==> src/rtl/his_pkg.sv <==
package his_pkg;

    // sensor geometry
    localparam int PIXEL_NUM = 4;
    localparam int PIX_W = 2;
    localparam int BIN_NUM = 16;
    localparam int BIN_W = 4;

    // acquisitions per frame
    localparam int ACQ_NUM = 8;
    localparam int ACQ_W = 3;

    // bin counter, saturates at all ones
    localparam int CNT_W = 3;

    // histogram words per bank, index is {pixel, bin}
    localparam int WORDS = PIXEL_NUM * BIN_NUM;
    localparam int ADDR_W = 6;

    // wishbone and status sizes
    localparam int WB_AW = 7;
    localparam int WB_DW = 8;
    localparam int FRAME_W = 8;

    // terminal counts
    localparam logic [ADDR_W-1:0] LAST_WORD = ADDR_W'(WORDS - 1);
    localparam logic [PIX_W-1:0] LAST_PIX = PIX_W'(PIXEL_NUM - 1);
    localparam logic [ACQ_W-1:0] LAST_ACQ = ACQ_W'(ACQ_NUM - 1);
    localparam logic [CNT_W-1:0] CNT_MAX = CNT_W'((1 << CNT_W) - 1);

    // host address map
    localparam logic [WB_AW-1:0] STAT_FRAMES = 7'd0;
    localparam logic [WB_AW-1:0] STAT_BANK = 7'd1;
    localparam logic [WB_AW-1:0] HIST_BASE = 7'd64;

    // one hit word from the tdc front end
    typedef struct packed {
        logic photon;
        logic [BIN_W-1:0] bin;
    } hit_t;

    typedef struct packed {
        logic cyc;
        logic stb;
        logic we;
        logic [WB_AW-1:0] adr;
        logic [WB_DW-1:0] dat_w;
    } wb_req_t;

    typedef struct packed {
        logic ack;
        logic [WB_DW-1:0] dat_r;
    } wb_rsp_t;

endpackage

==> src/rtl/his_ctrl.sv <==
module his_ctrl (
    input logic clk,
    input logic res,
    input logic hit_valid,
    input logic busy,
    output logic hit_ready,
    output logic acc_go,
    output logic [his_pkg::PIX_W-1:0] acc_pixel,
    output logic bank,
    output logic clr_en,
    output logic [his_pkg::ADDR_W-1:0] clr_addr,
    output logic [his_pkg::FRAME_W-1:0] frames,
    output logic clr_busy
);

    // clear the active bank, collect a frame, wait for the pipeline
    typedef enum logic [1:0] {
        ST_CLEAR,
        ST_COLLECT,
        ST_DRAIN
    } state_t;

    state_t state;
    logic [his_pkg::PIX_W-1:0] pix_cnt;
    logic [his_pkg::ACQ_W-1:0] acq_cnt;
    logic last_pix;
    logic last_acq;
    logic frame_end;

    // input only open while collecting
    assign hit_ready = (state == ST_COLLECT);
    assign acc_go = hit_valid & hit_ready;
    assign acc_pixel = pix_cnt;

    // hits arrive in pixel order, so the pixel is just a counter
    assign last_pix = (pix_cnt == his_pkg::LAST_PIX);
    assign last_acq = (acq_cnt == his_pkg::LAST_ACQ);
    // last pixel of last acquisition accepted now
    assign frame_end = acc_go & last_pix & last_acq;

    assign clr_en = (state == ST_CLEAR);
    // host sees busy from frame end until the new bank is clean
    assign clr_busy = (state != ST_COLLECT);

    always_ff @(posedge clk or negedge res) begin
        if (!res) begin
            // reset starts with a clear of bank 1
            state <= ST_CLEAR;
            clr_addr <= '0;
            pix_cnt <= '0;
            acq_cnt <= '0;
            bank <= 1'b0;
            frames <= '0;
        end else begin
            case (state)
                ST_CLEAR: begin
                    // one word per cycle, wraps back to 0 at the end
                    clr_addr <= clr_addr + 1'b1;
                    if (clr_addr == his_pkg::LAST_WORD) begin
                        state <= ST_COLLECT;
                    end
                end
                ST_COLLECT: begin
                    if (acc_go) begin
                        pix_cnt <= last_pix ? '0 : pix_cnt + 1'b1;
                        if (last_pix) begin
                            acq_cnt <= last_acq ? '0 : acq_cnt + 1'b1;
                        end
                    end
                    if (frame_end) begin
                        state <= ST_DRAIN;
                    end
                end
                ST_DRAIN: begin
                    // last write has landed, swap the banks
                    if (!busy) begin
                        bank <= ~bank;
                        frames <= frames + 1'b1;
                        state <= ST_CLEAR;
                    end
                end
                default: begin
                    state <= ST_CLEAR;
                end
            endcase
        end
    end

endmodule

==> src/rtl/his_accum.sv <==
module his_accum (
    input logic clk,
    input logic res,
    input logic acc_go,
    input logic [his_pkg::PIX_W-1:0] acc_pixel,
    input his_pkg::hit_t hit,
    input logic [his_pkg::CNT_W-1:0] upd_rdata,
    output logic [his_pkg::ADDR_W-1:0] upd_raddr,
    output logic [his_pkg::ADDR_W-1:0] upd_waddr,
    output logic upd_we,
    output logic [his_pkg::CNT_W-1:0] upd_wdata,
    output logic busy
);

    // stage 0: read issued, waiting for memory data
    logic s0_valid;
    logic [his_pkg::ADDR_W-1:0] s0_idx;

    // stage 1: incremented count, written on the next edge
    logic s1_valid;
    logic [his_pkg::ADDR_W-1:0] s1_idx;
    logic [his_pkg::CNT_W-1:0] s1_data;

    // copy of the write from the edge before
    logic wr_valid;
    logic [his_pkg::ADDR_W-1:0] wr_idx;
    logic [his_pkg::CNT_W-1:0] wr_data;

    logic [his_pkg::CNT_W-1:0] base;
    logic [his_pkg::CNT_W-1:0] incr;

    // word index is {pixel, bin}
    assign upd_raddr = {acc_pixel, hit.bin};

    // forwarding
    always_comb begin
        base = upd_rdata;
        // write still pending in stage 1
        if (s1_valid && (s1_idx == s0_idx)) begin
            base = s1_data;
        // write on the same edge as our read, memory gave the old word
        end else if (wr_valid && (wr_idx == s0_idx)) begin
            base = wr_data;
        end
    end

    // saturating add
    assign incr = (base == his_pkg::CNT_MAX) ? base : base + 1'b1;

    always_ff @(posedge clk or negedge res) begin
        if (!res) begin
            s0_valid <= 1'b0;
            s1_valid <= 1'b0;
            wr_valid <= 1'b0;
        end else begin
            // no photon means a bubble
            s0_valid <= acc_go & hit.photon;
            s1_valid <= s0_valid;
            wr_valid <= s1_valid;
        end
    end

    always_ff @(posedge clk) begin
        s0_idx <= upd_raddr;
        s1_idx <= s0_idx;
        s1_data <= incr;
        wr_idx <= s1_idx;
        wr_data <= s1_data;
    end

    assign upd_we = s1_valid;
    assign upd_waddr = s1_idx;
    assign upd_wdata = s1_data;
    assign busy = s0_valid | s1_valid;

endmodule

==> src/rtl/his_bank.sv <==
module his_bank (
    input logic clk,
    input logic bank,
    input logic [his_pkg::ADDR_W-1:0] upd_raddr,
    input logic [his_pkg::ADDR_W-1:0] upd_waddr,
    input logic upd_we,
    input logic [his_pkg::CNT_W-1:0] upd_wdata,
    input logic clr_en,
    input logic [his_pkg::ADDR_W-1:0] clr_addr,
    input logic [his_pkg::ADDR_W-1:0] ro_addr,
    output logic [his_pkg::CNT_W-1:0] upd_rdata,
    output logic [his_pkg::CNT_W-1:0] ro_data
);

    // ping-pong histogram storage
    logic [his_pkg::CNT_W-1:0] mem0 [his_pkg::WORDS];
    logic [his_pkg::CNT_W-1:0] mem1 [his_pkg::WORDS];

    logic wr_en;
    logic [his_pkg::ADDR_W-1:0] wr_addr;
    logic [his_pkg::CNT_W-1:0] wr_data;

    // clear wins, ctrl keeps clear and update apart anyway
    assign wr_en = clr_en | upd_we;
    assign wr_addr = clr_en ? clr_addr : upd_waddr;
    assign wr_data = clr_en ? '0 : upd_wdata;

    // active bank is ~bank
    always_ff @(posedge clk) begin
        if (wr_en && bank) begin
            mem0[wr_addr] <= wr_data;
        end
        if (wr_en && !bank) begin
            mem1[wr_addr] <= wr_data;
        end
    end

    // update reads from the active bank, old data on a same-edge write
    always_ff @(posedge clk) begin
        upd_rdata <= bank ? mem0[upd_raddr] : mem1[upd_raddr];
    end

    // host reads the finished bank
    always_ff @(posedge clk) begin
        ro_data <= bank ? mem1[ro_addr] : mem0[ro_addr];
    end

endmodule

==> src/rtl/his_wb_read.sv <==
module his_wb_read (
    input logic clk,
    input logic res,
    input his_pkg::wb_req_t wb_req,
    input logic [his_pkg::CNT_W-1:0] ro_data,
    input logic [his_pkg::FRAME_W-1:0] frames,
    input logic bank,
    input logic clr_busy,
    output his_pkg::wb_rsp_t wb_rsp,
    output logic [his_pkg::ADDR_W-1:0] ro_addr
);

    logic start;
    logic pend;
    logic pend_we;
    logic [his_pkg::WB_AW-1:0] pend_adr;
    logic ack_q;
    logic [his_pkg::WB_DW-1:0] dat_q;
    logic [his_pkg::WB_DW-1:0] rd_word;

    // new cycle only when idle, no restart during ack
    assign start = wb_req.cyc & wb_req.stb & ~ack_q & ~pend;

    // memory read launched on the start edge
    assign ro_addr = wb_req.adr[his_pkg::ADDR_W-1:0];

    // response mux, one cycle after start
    always_comb begin
        rd_word = '0;
        if (pend_we) begin
            // writes are ignored
            rd_word = '0;
        end else if (pend_adr >= his_pkg::HIST_BASE) begin
            rd_word = {{(his_pkg::WB_DW - his_pkg::CNT_W){1'b0}}, ro_data};
        end else if (pend_adr == his_pkg::STAT_FRAMES) begin
            rd_word = frames;
        end else if (pend_adr == his_pkg::STAT_BANK) begin
            rd_word = {{(his_pkg::WB_DW - 2){1'b0}}, clr_busy, bank};
        end
    end

    always_ff @(posedge clk or negedge res) begin
        if (!res) begin
            pend <= 1'b0;
            ack_q <= 1'b0;
        end else begin
            pend <= start;
            // single cycle ack
            ack_q <= pend;
        end
    end

    always_ff @(posedge clk) begin
        if (start) begin
            pend_we <= wb_req.we;
            pend_adr <= wb_req.adr;
        end
        dat_q <= rd_word;
    end

    assign wb_rsp = '{ack: ack_q, dat_r: dat_q};

endmodule

==> src/rtl/his_top.sv <==
module his_top (
    input logic clk,
    input logic res,
    input logic hit_valid,
    input his_pkg::hit_t hit,
    input his_pkg::wb_req_t wb_req,
    output logic hit_ready,
    output his_pkg::wb_rsp_t wb_rsp
);

    // ctrl to datapath
    logic acc_go;
    logic [his_pkg::PIX_W-1:0] acc_pixel;
    logic bank;
    logic clr_en;
    logic [his_pkg::ADDR_W-1:0] clr_addr;
    logic [his_pkg::FRAME_W-1:0] frames;
    logic clr_busy;
    logic busy;

    // update port
    logic [his_pkg::ADDR_W-1:0] upd_raddr;
    logic [his_pkg::ADDR_W-1:0] upd_waddr;
    logic upd_we;
    logic [his_pkg::CNT_W-1:0] upd_wdata;
    logic [his_pkg::CNT_W-1:0] upd_rdata;

    // readout port
    logic [his_pkg::ADDR_W-1:0] ro_addr;
    logic [his_pkg::CNT_W-1:0] ro_data;

    his_ctrl u_ctrl (
        .clk(clk), .res(res), .hit_valid(hit_valid), .busy(busy),
        .hit_ready(hit_ready), .acc_go(acc_go), .acc_pixel(acc_pixel),
        .bank(bank), .clr_en(clr_en), .clr_addr(clr_addr),
        .frames(frames), .clr_busy(clr_busy)
    );

    his_accum u_accum (
        .clk(clk), .res(res), .acc_go(acc_go), .acc_pixel(acc_pixel),
        .hit(hit), .upd_rdata(upd_rdata), .upd_raddr(upd_raddr),
        .upd_waddr(upd_waddr), .upd_we(upd_we), .upd_wdata(upd_wdata),
        .busy(busy)
    );

    his_bank u_bank (
        .clk(clk), .bank(bank), .upd_raddr(upd_raddr), .upd_waddr(upd_waddr),
        .upd_we(upd_we), .upd_wdata(upd_wdata), .clr_en(clr_en),
        .clr_addr(clr_addr), .ro_addr(ro_addr), .upd_rdata(upd_rdata),
        .ro_data(ro_data)
    );

    // host side
    his_wb_read u_wb_read (
        .clk(clk), .res(res), .wb_req(wb_req), .ro_data(ro_data),
        .frames(frames), .bank(bank), .clr_busy(clr_busy),
        .wb_rsp(wb_rsp), .ro_addr(ro_addr)
    );

endmodule

==> config.mk <==
export PLATFORM = sky130hd
export DESIGN_NAME = his_top
export DESIGN_NICKNAME = d
export VERILOG_FILES = /design/src/rtl/his_pkg.sv /design/src/rtl/his_ctrl.sv /design/src/rtl/his_accum.sv /design/src/rtl/his_bank.sv /design/src/rtl/his_wb_read.sv /design/src/rtl/his_top.sv
export SDC_FILE = /design/constraint.sdc
export NUM_CORES = 1
export LEC_CHECK = 0
export ABC_AREA = 1
export BUFFER_PORTS_ARGS = -buffer_cell sky130_fd_sc_hd__buf_2
export CORE_AREA = 2 2 259 261
export CTS_BUF_LIST = sky130_fd_sc_hd__clkbuf_16
export CTS_CLUSTER_DIAMETER = 60
export DETAILED_ROUTE_END_ITERATION = 10
export DIE_AREA = 0 0 261 263
export SYNTH_ARGS = -nofsm -noshare
export SYNTH_HDL_FRONTEND = slang
export SYNTH_SLANG_ARGS = --single-unit
==> constraint.sdc <==
create_clock -name clk -period 5.4 [get_ports clk]
set_input_delay 1.08 -clock clk [delete_from_list [all_inputs] [get_ports clk]]
set_output_delay 1.08 -clock clk [all_outputs]
set_load 0.005 [all_outputs]
# Word level (Yosys, flattened, before mapping)
# Memory sizes are Yosys's and may differ from the RTL's.
# Cells that the tools add are included.
classes:
  n_bitwise: 13
  eq_ne: 13
  n_reduce_logical: 12
  mux: 20
  addsub: 5
  n_lt_le_gt_ge: 1
ops:
  columns: ["operator", "count"]
  rows:
  - ["2-to-1 mux 3 bit", 8]
  - ["== test 6 bit", 2]
  - ["2-to-1 mux 2 bit", 5]
  - ["adder 8 x 1 -> 8 bit (second input constant)", 1]
  - ["2-to-1 mux 8 bit", 1]
  - ["AND 1 bit", 7]
  - ["== test 7 x 1 -> 1 bit (second input constant)", 1]
  - ["greater-or-equal comparator 7 bit (second input constant)", 1]
  - ["logical NOT 7 bit", 1]
  - ["adder 3 x 1 -> 3 bit (second input constant)", 2]
  - ["adder 6 x 1 -> 6 bit (second input constant)", 1]
  - ["== test 3 bit (second input constant)", 2]
  - ["== test 6 bit (second input constant)", 1]
  - ["2-to-1 mux 6 bit", 1]
  - ["inequality test 2 bit (second input constant)", 3]
  - ["one-hot mux 2 bit (3 select lines)", 1]
  - ["AND reduction 3 bit", 2]
  - ["== test 2 bit (second input constant)", 2]
  - ["logical AND 1 bit", 4]
  - ["2-to-1 mux 1 bit", 4]
  - ["NOT 1 bit", 4]
  - ["AND reduction 2 bit", 2]
  - ["adder 2 x 1 -> 2 bit (second input constant)", 1]
  - ["== test 2 x 1 -> 1 bit (second input constant)", 1]
  - ["5 further kinds", 6]
totals:
  regBits: 73
  output_inout_bits: 10
  mem_bits_rw: 384
  memories: 2
  wordCells: 88
memory_table:
  columns: ["memory", "depth", "width", "rd", "rd_ports_with_merged_regs", "wr", "line", "text"]
  rows:
  - ["u_bank.mem0", 64, 3, 2, 0, 1, "his_bank.sv:16", "logic [his_pkg::CNT_W-1:0] mem0 [his_pkg::WORDS];"]
  - ["u_bank.mem1", 64, 3, 2, 0, 1, "his_bank.sv:17", "logic [his_pkg::CNT_W-1:0] mem1 [his_pkg::WORDS];"]

# Depth between registers and ports, before layout
# Gate-level depths: netlist of the first run.
logic_depth:
  ltp_word: 6
  ltp_mapped: 13
  depth_no_buf: 12

# Modules after synthesis
# Synthesis of the first run repeated with hierarchy kept, for this count alone.
hier_totals:
  cells_unflattened: 2751
  hier_area_um2: 23301.1
modules_own_cells:
  columns: ["mod", "instances", "cells_per_inst", "area_each_um2"]
  rows:
  - ["his_bank", 1, 2415, 20383.3]
  - ["his_accum", 1, 150, 1127.3]
  - ["his_ctrl", 1, 119, 1103.6]
  - ["his_wb_read", 1, 67, 686.9]

# Worst setup path before layout of the first run
# OpenSTA, ideal clock, no wires.
synth_timing:
  path_type: "reg-to-reg"
  start: "register u_ctrl.state[1]"
  end: "memory u_bank.mem0[0][0] (netlist bit) (data pin)"
  required_time_ns: 4.604
  slack_ns: 0.982
  setup_ns: 0.796
  synth_period_minus_slack_ns: 4.418
  path_buffers: 1
  path_stages_with_launch: 4
  arrival_ns: 3.622
  path_cell_list: "dfrtp_1 > nor2_4 > buf_2 > nor2_1"
synth_via:
  elab_chain_cells: 2
synth_rtl:
  columns: ["item", "line", "text"]
  rows:
  - ["start, declared", "his_ctrl.sv:23", "state_t state;"]
  - ["start signal, assigned", "his_ctrl.sv:48", "state <= ST_CLEAR;"]
  - ["start signal, assigned", "his_ctrl.sv:60", "state <= ST_COLLECT;"]
  - ["start signal, assigned", "his_ctrl.sv:71", "state <= ST_DRAIN;"]
  - ["logical NOT 2 bit", "his_ctrl.sv:41", "assign clr_en = (state == ST_CLEAR);"]
  - ["2-to-1 mux 3 bit", "his_bank.sv:26", "assign wr_data = clr_en ? '0 : upd_wdata;"]
  - ["via u_bank.wr_data (one bit)", "his_bank.sv:21", "logic [his_pkg::CNT_W-1:0] wr_data;"]
  - ["end, declared", "his_bank.sv:16", null]
# The timed path passes the listed nets, and every way through them passes these cells.

# Worst setup path in the final report of the first run
layout_timing:
  start: "register u_ctrl.state[1]"
  end: "memory u_bank.mem1[14][0] (netlist bit), enable pin"
layout_via:
  elab_chain_cells: 5
layout_rtl:
  columns: ["item", "line", "text"]
  rows:
  - ["logical NOT 2 bit (*)", "his_ctrl.sv:41", null]
  - ["bitwise OR 1 bit", "his_bank.sv:24", "assign wr_en = clr_en | upd_we;"]
  - ["logical AND 1 bit", "his_bank.sv:33", "if (wr_en && !bank) begin"]
  - ["2-to-1 mux 1 bit", "his_bank.sv:33", null]
  - ["2-to-1 mux 1 bit (not written as such)", "his_bank.sv:34", "mem1[wr_addr] <= wr_data;"]
  - ["end, declared", "his_bank.sv:17", null]
# Mark *: on every way between the ends. The rest lies on a longest branch, timed or not.

==> results.py, run 1 <==
metrics = {
    "sta": {
        "final.period_utilization": 0.640,
        "grt_setup_unrepaired": "no",
        "fin_tns_setup_ns": 0,
        "timing.clock.skew_ns": 0.0291,
        "max_freq_ghz": 0.289,
        "layout_setup_ws_ns": 1.94,
        "final-max-slew-violation-count": 0,
        "relSlewSlack": 0.154,
        "finalSetupViolations": 0,
        "timing.final.hold_violations": 0,
        "worst-slew-pin-transition_ns": 1.27,
        "finalWorstPathRequiredPeriod_ns": 3.46,
    },
    "power_and_ir_drop": {
        "power.density_nw_per_um2": 314,
        "power_leakage_nw": 10.3,
        "fraction_of_power_consumed_by_sequential_logic": 0.481,
        "internal_power_mw": 6.02,
        "comb_power_share": 0.084,
        "netSwitchingPower_mw": 1.90,
        "p_clk_frac": 0.435,
        "power.switching_fraction": 0.240,
        "ir_worst_vdd_mv": 0.246,
    },
    "grt": {
        "grt_pass1_wl_um": 107000,
        "grt_antenna_before_repair": 0,
        "grt_start_max_net_pins": 194,
        "gr-total-overflow": 0,
        "globalRouteTotalUtil": 0.202,
        "via_count_of_the_first_global_routing_pass": 18500,
    },
    "clock_network": {
        "cts.reportedPaths.clkPinSlew_ns": 0.06,
        "clk_latency_ns": 0.61,
        "cts_buffers": 52,
        "post-cts-setup-buffer-count": 0,
        "cts_tree": "built",
        "clk_path_buf_depth": 3,
        "root_cell_of_the_clock_tree": "sky130_fd_sc_hd__clkbuf_16",
        "holdBufCountCts": 0,
        "cts_repair_resize_count": 0,
        "total_clock_sinks": 457,
        "cts-htree-levels": 2,
    },
    "detailed_routing": {
        "drtAntennaViolNets": 0,
        "wl_per_cell_um": 20.4,
        "detail_route.drc_violations": 0,
        "number_of_vias_in_the_routed_layout": 19400,
        "routed_wirelength_um": 71100,
        "drt_pre_antenna_iters": 6,
        "vias_per_cell": 5.55,
        "drt-initial-drc-count": 2501,
    },
    "cells_and_area": {
        "finish.net_count": 2619,
        "final_common_cell": "sky130_fd_sc_hd__nand2_1",
        "final_core_util": 0.384,
        "most-common-layout-cells": "sky130_fd_sc_hd__nand2_1 (1022), sky130_fd_sc_hd__nand3_1 (710), sky130_fd_sc_hd__edfxtp_1 (392)",
        "fin_area_um2": 25200,
        "area_delta_synth_final_pct": 10.6,
        "antennaDiodeCount": 0,
        "drive_above_1_share": 0.0613,
        "fin_cells": 3491,
    },
    "synthesis": {
        "asyncSetResetFlopFracSynth": 0.0591,
        "synthDistinctLibCells": 35,
        "post_synth.cell_area_avg_um2": 8.59,
        "synth_top_area_frac": 0.516,
        "synth_seq_cells": 457,
        "ys_dominant_reg_cell": "sky130_fd_sc_hd__edfxtp_1",
        "netlist_instances": 2654,
        "yosys-top-cells-area": "sky130_fd_sc_hd__edfxtp_1 (52%), sky130_fd_sc_hd__nand2_1 (17%), sky130_fd_sc_hd__nand3_1 (16%), sky130_fd_sc_hd__dfxtp_1 (3.3%), sky130_fd_sc_hd__dfrtp_1 (3.0%)",
        "number_of_enable_flip_flop_cells_after_synthesis": 392,
        "seq_area_frac_synth": 0.579,
        "syn_area_um2": 22800,
        "synth-warning-count": 0,
        "synth_top_cell_by_area": "sky130_fd_sc_hd__edfxtp_1",
        "syn_nets": 2686,
    },
    "critical_path": {
        "timing.critical_path.buf_inv": 2,
        "cp_slowest_cell": "sky130_fd_sc_hd__nor2_2",
        "worstPathRequired_ns": 5.68,
        "timing.critical_path.from_type": "flop",
        "worstPathArrival_ns": 3.74,
        "reg2reg_slack_ns": 1.94,
        "crit_fanout": 15,
        "critical_path.max_stage_delay_ns": 0.89,
        "timing.critical_path.cells": "nor2_4, inv_2, nor2_1, a21oi_1, inv_1, nand2_1, nor2_2, nand2_1, nor2_1",
        "end_kind": "flop",
        "setup.worst_path.class": "flop to flop",
        "critPathTopFamily": "simple AND/OR/NAND/NOR gates",
    },
    "run_status": {
        "run_status": "completed",
    },
    "placement": {
        "placed_cells_incl_taps": 3397,
        "placement.setup.worst_slack_ns": 1.59,
        "port_buffers": 27,
        "detailed_place.area_um2": 23600,
        "dp_hpwl_um": 41400,
        "gp_weighted_congestion": 0.856,
    },
    "floorplanning": {
        "floorplan.initialDensity": 0.347,
        "boundaryPins": 36,
        "placeableCoreArea_um2": 65600,
        "die_width_um": 261,
        "height_of_the_die_um": 263,
        "fp.dieArea_um2": 68600,
        "placement_rows": 94,
    },
    "run": {
        "maxCapViolations": 0,
    },
    "min_path": {
        "hold_path_class": "flop to flop",
    },
}
-- layout make-up --
cell class,instances,area [um^2]
inverters,58,223
fillers,6474,40400
clock buffers,52,1300
multi-input cells,1964,8630
repair buffers,54,418
flip-flops and latches,457,13200
well taps,864,1080
clock inverters,42,357
-- Yosys cell counts, types with 5 or more instances --
library cell	n
sky130_fd_sc_hd__clkbuf_1	53
sky130_fd_sc_hd__buf_2	105
sky130_fd_sc_hd__dfrtp_1	27
sky130_fd_sc_hd__inv_2	5
sky130_fd_sc_hd__nand3_1	710
sky130_fd_sc_hd__o21ai_0	9
sky130_fd_sc_hd__dfxtp_1	38
sky130_fd_sc_hd__nor2_4	11
sky130_fd_sc_hd__xor2_1	10
sky130_fd_sc_hd__nand2_1	1022
sky130_fd_sc_hd__ha_1	6
sky130_fd_sc_hd__inv_1	53
sky130_fd_sc_hd__nor2_2	6
sky130_fd_sc_hd__a21oi_1	5
sky130_fd_sc_hd__buf_1	16
sky130_fd_sc_hd__nor2_1	154
sky130_fd_sc_hd__edfxtp_1	392
-- metrics by stage --
stage          hold slack [ns]  power (mW)
6_report                 0.355        7.92
5_1_grt                  0.364        8.17
4_1_cts                  0.358        7.96
3_5_place_dp             0.344        4.53
3_3_place_gp             0.336        4.52
2_1_floorplan            0.331        4.33
-- power groups by stage --
stage / registers [mW] / logic [mW] / clock network (mW)
global placement: 3.89 / 0.635 / 0
finish: 3.81 / 0.665 / 3.44
global route: 3.82 / 0.724 / 3.63
floorplan: 3.88 / 0.443 / 0
CTS: 3.81 / 0.647 / 3.50
detailed placement: 3.89 / 0.644 / 0
-- metal layers --
metal,share of wire,GRT usage,wire length (um),up-vias
li1,-,-,-,8823
met1,0.40,0.267,28300,9098
met2,0.45,0.314,32000,1220
met3,0.10,0.0398,7150,240
met4,0.050,0.103,3550,0
met5,0,0,0,-
-- sequential cells by signal (all words and copies together) (netlist names), 7 cells and up --
| register | count |
|---|---|
| u_bank.mem0 | 192 |
| u_wb_read.pend_adr | 7 |
| u_wb_read.dat_q | 8 |
| u_ctrl.frames | 8 |
| u_bank.mem1 | 192 |
-- worst register-to-register path: stages (launching register included) --
cell,delay (ns)
sky130_fd_sc_hd__dfrtp_1,0.43
sky130_fd_sc_hd__nor2_4,0.55
sky130_fd_sc_hd__inv_2,0.18
sky130_fd_sc_hd__nor2_1,0.17
sky130_fd_sc_hd__a21oi_1,0.09
sky130_fd_sc_hd__inv_1,0.08
sky130_fd_sc_hd__nand2_1,0.11
sky130_fd_sc_hd__nor2_2,0.89
sky130_fd_sc_hd__nand2_1,0.32
sky130_fd_sc_hd__nor2_1,0.33
-- final timing paths --
check | startpoint | to | depth (start not counted)
setup / recovery | u_ctrl.state[1] | u_bank.mem1[14][0] | 9
hold / removal | u_accum.s0_idx[5] | u_accum.upd_waddr[5] | 0
setup reg to reg | u_ctrl.state[1] | u_bank.mem1[14][0] | 9
hold reg to reg | u_accum.s0_idx[5] | u_accum.upd_waddr[5] | 0
max in group asynchronous | res | u_ctrl.acq_cnt[1] | 1
min in group asynchronous | res | u_ctrl.frames[0] | 1
-- cell families after synthesis --
| family | share of synthesized area |
|---|---|
| DFF | 0.579 |
| AOI/OAI and AO/OA | 0.00702 |
| buffers and inverters | 0.0443 |
| adders and majority gates | 0.00329 |
| and+or+nand+nor | 0.361 |
| xor gates and xnor gates | 0.00499 |
(Power assumes the default switching activity.)
==> run 2, diff against run 1 <==
- clock period: 5.4 -> 3.3 ns (I/O delays scaled with it)
==> results.py, run 2 (same netlist as run 1, synthesis figures left out) <==
metrics = {
    "critical_path": {
        "crit_fanout": 12,
        "end_kind": "flop",
        "setup.worst_path.class": "flop to flop",
        "worstPathRequired_ns": 3.58,
        "timing.critical_path.from_type": "flop",
        "worstPathArrival_ns": 3.16,
    },
    "power_and_ir_drop": {
        "internal_power_mw": 10.2,
        "netSwitchingPower_mw": 3.18,
        "ir_worst_vdd_mv": 0.364,
        "fraction_of_power_consumed_by_sequential_logic": 0.467,
        "power.switching_fraction": 0.238,
        "comb_power_share": 0.082,
        "p_clk_frac": 0.451,
        "report.power.total_mw": 13.4,
        "power.density_nw_per_um2": 520,
        "power_leakage_nw": 10.6,
    },
    "detailed_routing": {
        "drtAntennaViolNets": 0,
        "vias_per_cell": 5.45,
        "detail_route.drc_violations": 0,
        "number_of_vias_in_the_routed_layout": 19200,
        "wl_per_cell_um": 20.1,
        "drt_pre_antenna_iters": 6,
        "drt-initial-drc-count": 2272,
        "routed_wirelength_um": 71000,
    },
    "clock_network": {
        "post-cts-setup-buffer-count": 0,
        "cts_buffers": 52,
        "clk_path_buf_depth": 3,
        "cts_tree": "built",
        "cts-htree-levels": 2,
        "cts.reportedPaths.clkPinSlew_ns": 0.06,
        "total_clock_sinks": 457,
        "holdBufCountCts": 0,
        "root_cell_of_the_clock_tree": "sky130_fd_sc_hd__clkbuf_16",
        "clk_latency_ns": 0.61,
        "cts_repair_resize_count": 0,
    },
    "cells_and_area": {
        "area_delta_synth_final_pct": 12.7,
        "finish.net_count": 2649,
        "antennaDiodeCount": 0,
        "most-common-layout-cells": "sky130_fd_sc_hd__nand2_1 (1022), sky130_fd_sc_hd__nand3_1 (710), sky130_fd_sc_hd__edfxtp_1 (392)",
        "final_common_cell": "sky130_fd_sc_hd__nand2_1",
        "fin_cells": 3525,
        "largest_registers_in_the_final_layout": "u_bank.mem0: 192 flops, u_bank.mem1: 192 flops",
        "drive_above_1_share": 0.0748,
        "fin_area_um2": 25700,
        "final_core_util": 0.392,
    },
    "placement": {
        "placed_cells_incl_taps": 3427,
        "dp_hpwl_um": 43900,
        "gp_weighted_congestion": 0.908,
        "port_buffers": 27,
        "detailed_place.area_um2": 23900,
    },
    "grt": {
        "grt_start_max_net_pins": 193,
        "via_count_of_the_first_global_routing_pass": 18900,
        "grt_pass1_wl_um": 109000,
        "grt_antenna_before_repair": 0,
        "gr-total-overflow": 0,
        "globalRouteTotalUtil": 0.204,
    },
    "floorplanning": {
        "die_width_um": 261,
        "placement_rows": 94,
        "fp.dieArea_um2": 68600,
        "boundaryPins": 36,
        "height_of_the_die_um": 263,
        "placeableCoreArea_um2": 65600,
        "floorplan.initialDensity": 0.347,
    },
    "sta": {
        "max_freq_ghz": 0.347,
        "timing.final.hold_violations": 0,
        "finalWorstPathRequiredPeriod_ns": 2.88,
        "timing.clock.skew_ns": 0.0329,
        "finalSetupViolations": 0,
        "worst-slew-pin-transition_ns": 1.10,
        "final.period_utilization": 0.873,
        "grt_setup_unrepaired": "no",
        "fin_tns_setup_ns": 0,
        "final-max-slew-violation-count": 0,
        "relSlewSlack": 0.264,
    },
    "run_status": {
        "run_status": "completed",
    },
    "min_path": {
        "hold_path_class": "input pin to asynchronous set/reset pin",
    },
    "run": {
        "maxCapViolations": 0,
    },
}
-- run 2: critical path, cell delays in order, from the launching register on --
cell                      delay (ns)
sky130_fd_sc_hd__dfrtp_1        0.43
sky130_fd_sc_hd__nor2_4         0.48
sky130_fd_sc_hd__inv_2          0.14
sky130_fd_sc_hd__a21oi_2        0.34
sky130_fd_sc_hd__inv_2          0.17
sky130_fd_sc_hd__nor2_4         0.47
sky130_fd_sc_hd__buf_4          0.19
sky130_fd_sc_hd__nand2_1        0.06
sky130_fd_sc_hd__nor2_1         0.26
-- run 2: worst paths after layout --
check / start / end / slack, ns / cells after the start
max in group asynchronous: res / u_ctrl.clr_addr[0] / 2.75 / 1
min in group clk: wb_req[15] / u_wb_read.pend_we / 0.23 / 1
max: u_ctrl.state[1] / u_bank.mem1[51][1] / 0.42 / 8
max reg2reg: u_ctrl.state[1] / u_bank.mem1[51][1] / 0.42 / 8
min reg2reg: u_accum.s0_idx[5] / u_accum.upd_waddr[5] / 0.35 / 0
min: res / u_wb_read.pend / 0.08 / 1
-- run 2: power groups by stage --
| stage | combinational (mW) | clock (mW) | sequential [mW] |
|---|---|---|---|
| finish | 1.10 | 6.03 | 6.24 |
| global route | 1.21 | 6.36 | 6.24 |
| CTS | 1.08 | 6.13 | 6.24 |
| detailed placement | 1.07 | 0 | 6.36 |
| global placement | 1.06 | 0 | 6.36 |
| floorplan | 0.725 | 0 | 6.36 |
-- run 2: layout make-up --
| cell class | instances | area, um^2 |
|---|---|---|
| fillers | 6413 | 39900 |
| flip-flops and latches | 457 | 13200 |
| multi-input cells | 1964 | 8630 |
| clock buffers | 57 | 1430 |
| well taps | 864 | 1080 |
| repair buffers | 84 | 756 |
| clock inverters | 41 | 382 |
| inverters | 58 | 223 |
-- run 2: layer usage --
layer	GRT usage	share of wire
met5	0	0
met3	0.0371	0.094
met4	0.103	0.045
met2	0.329	0.46
met1	0.263	0.40
-- run 2: through the flow --
| step | hold slack (ns) | setup slack [ns] |
|---|---|---|
| floorplan | 0.331 | -1.12 |
| global placement | 0.334 | 0.426 |
| detailed placement | 0.340 | 0.428 |
| CTS | 0.0896 | 0.425 |
| global route | 0.113 | 0.255 |
| finish | 0.0830 | 0.420 |
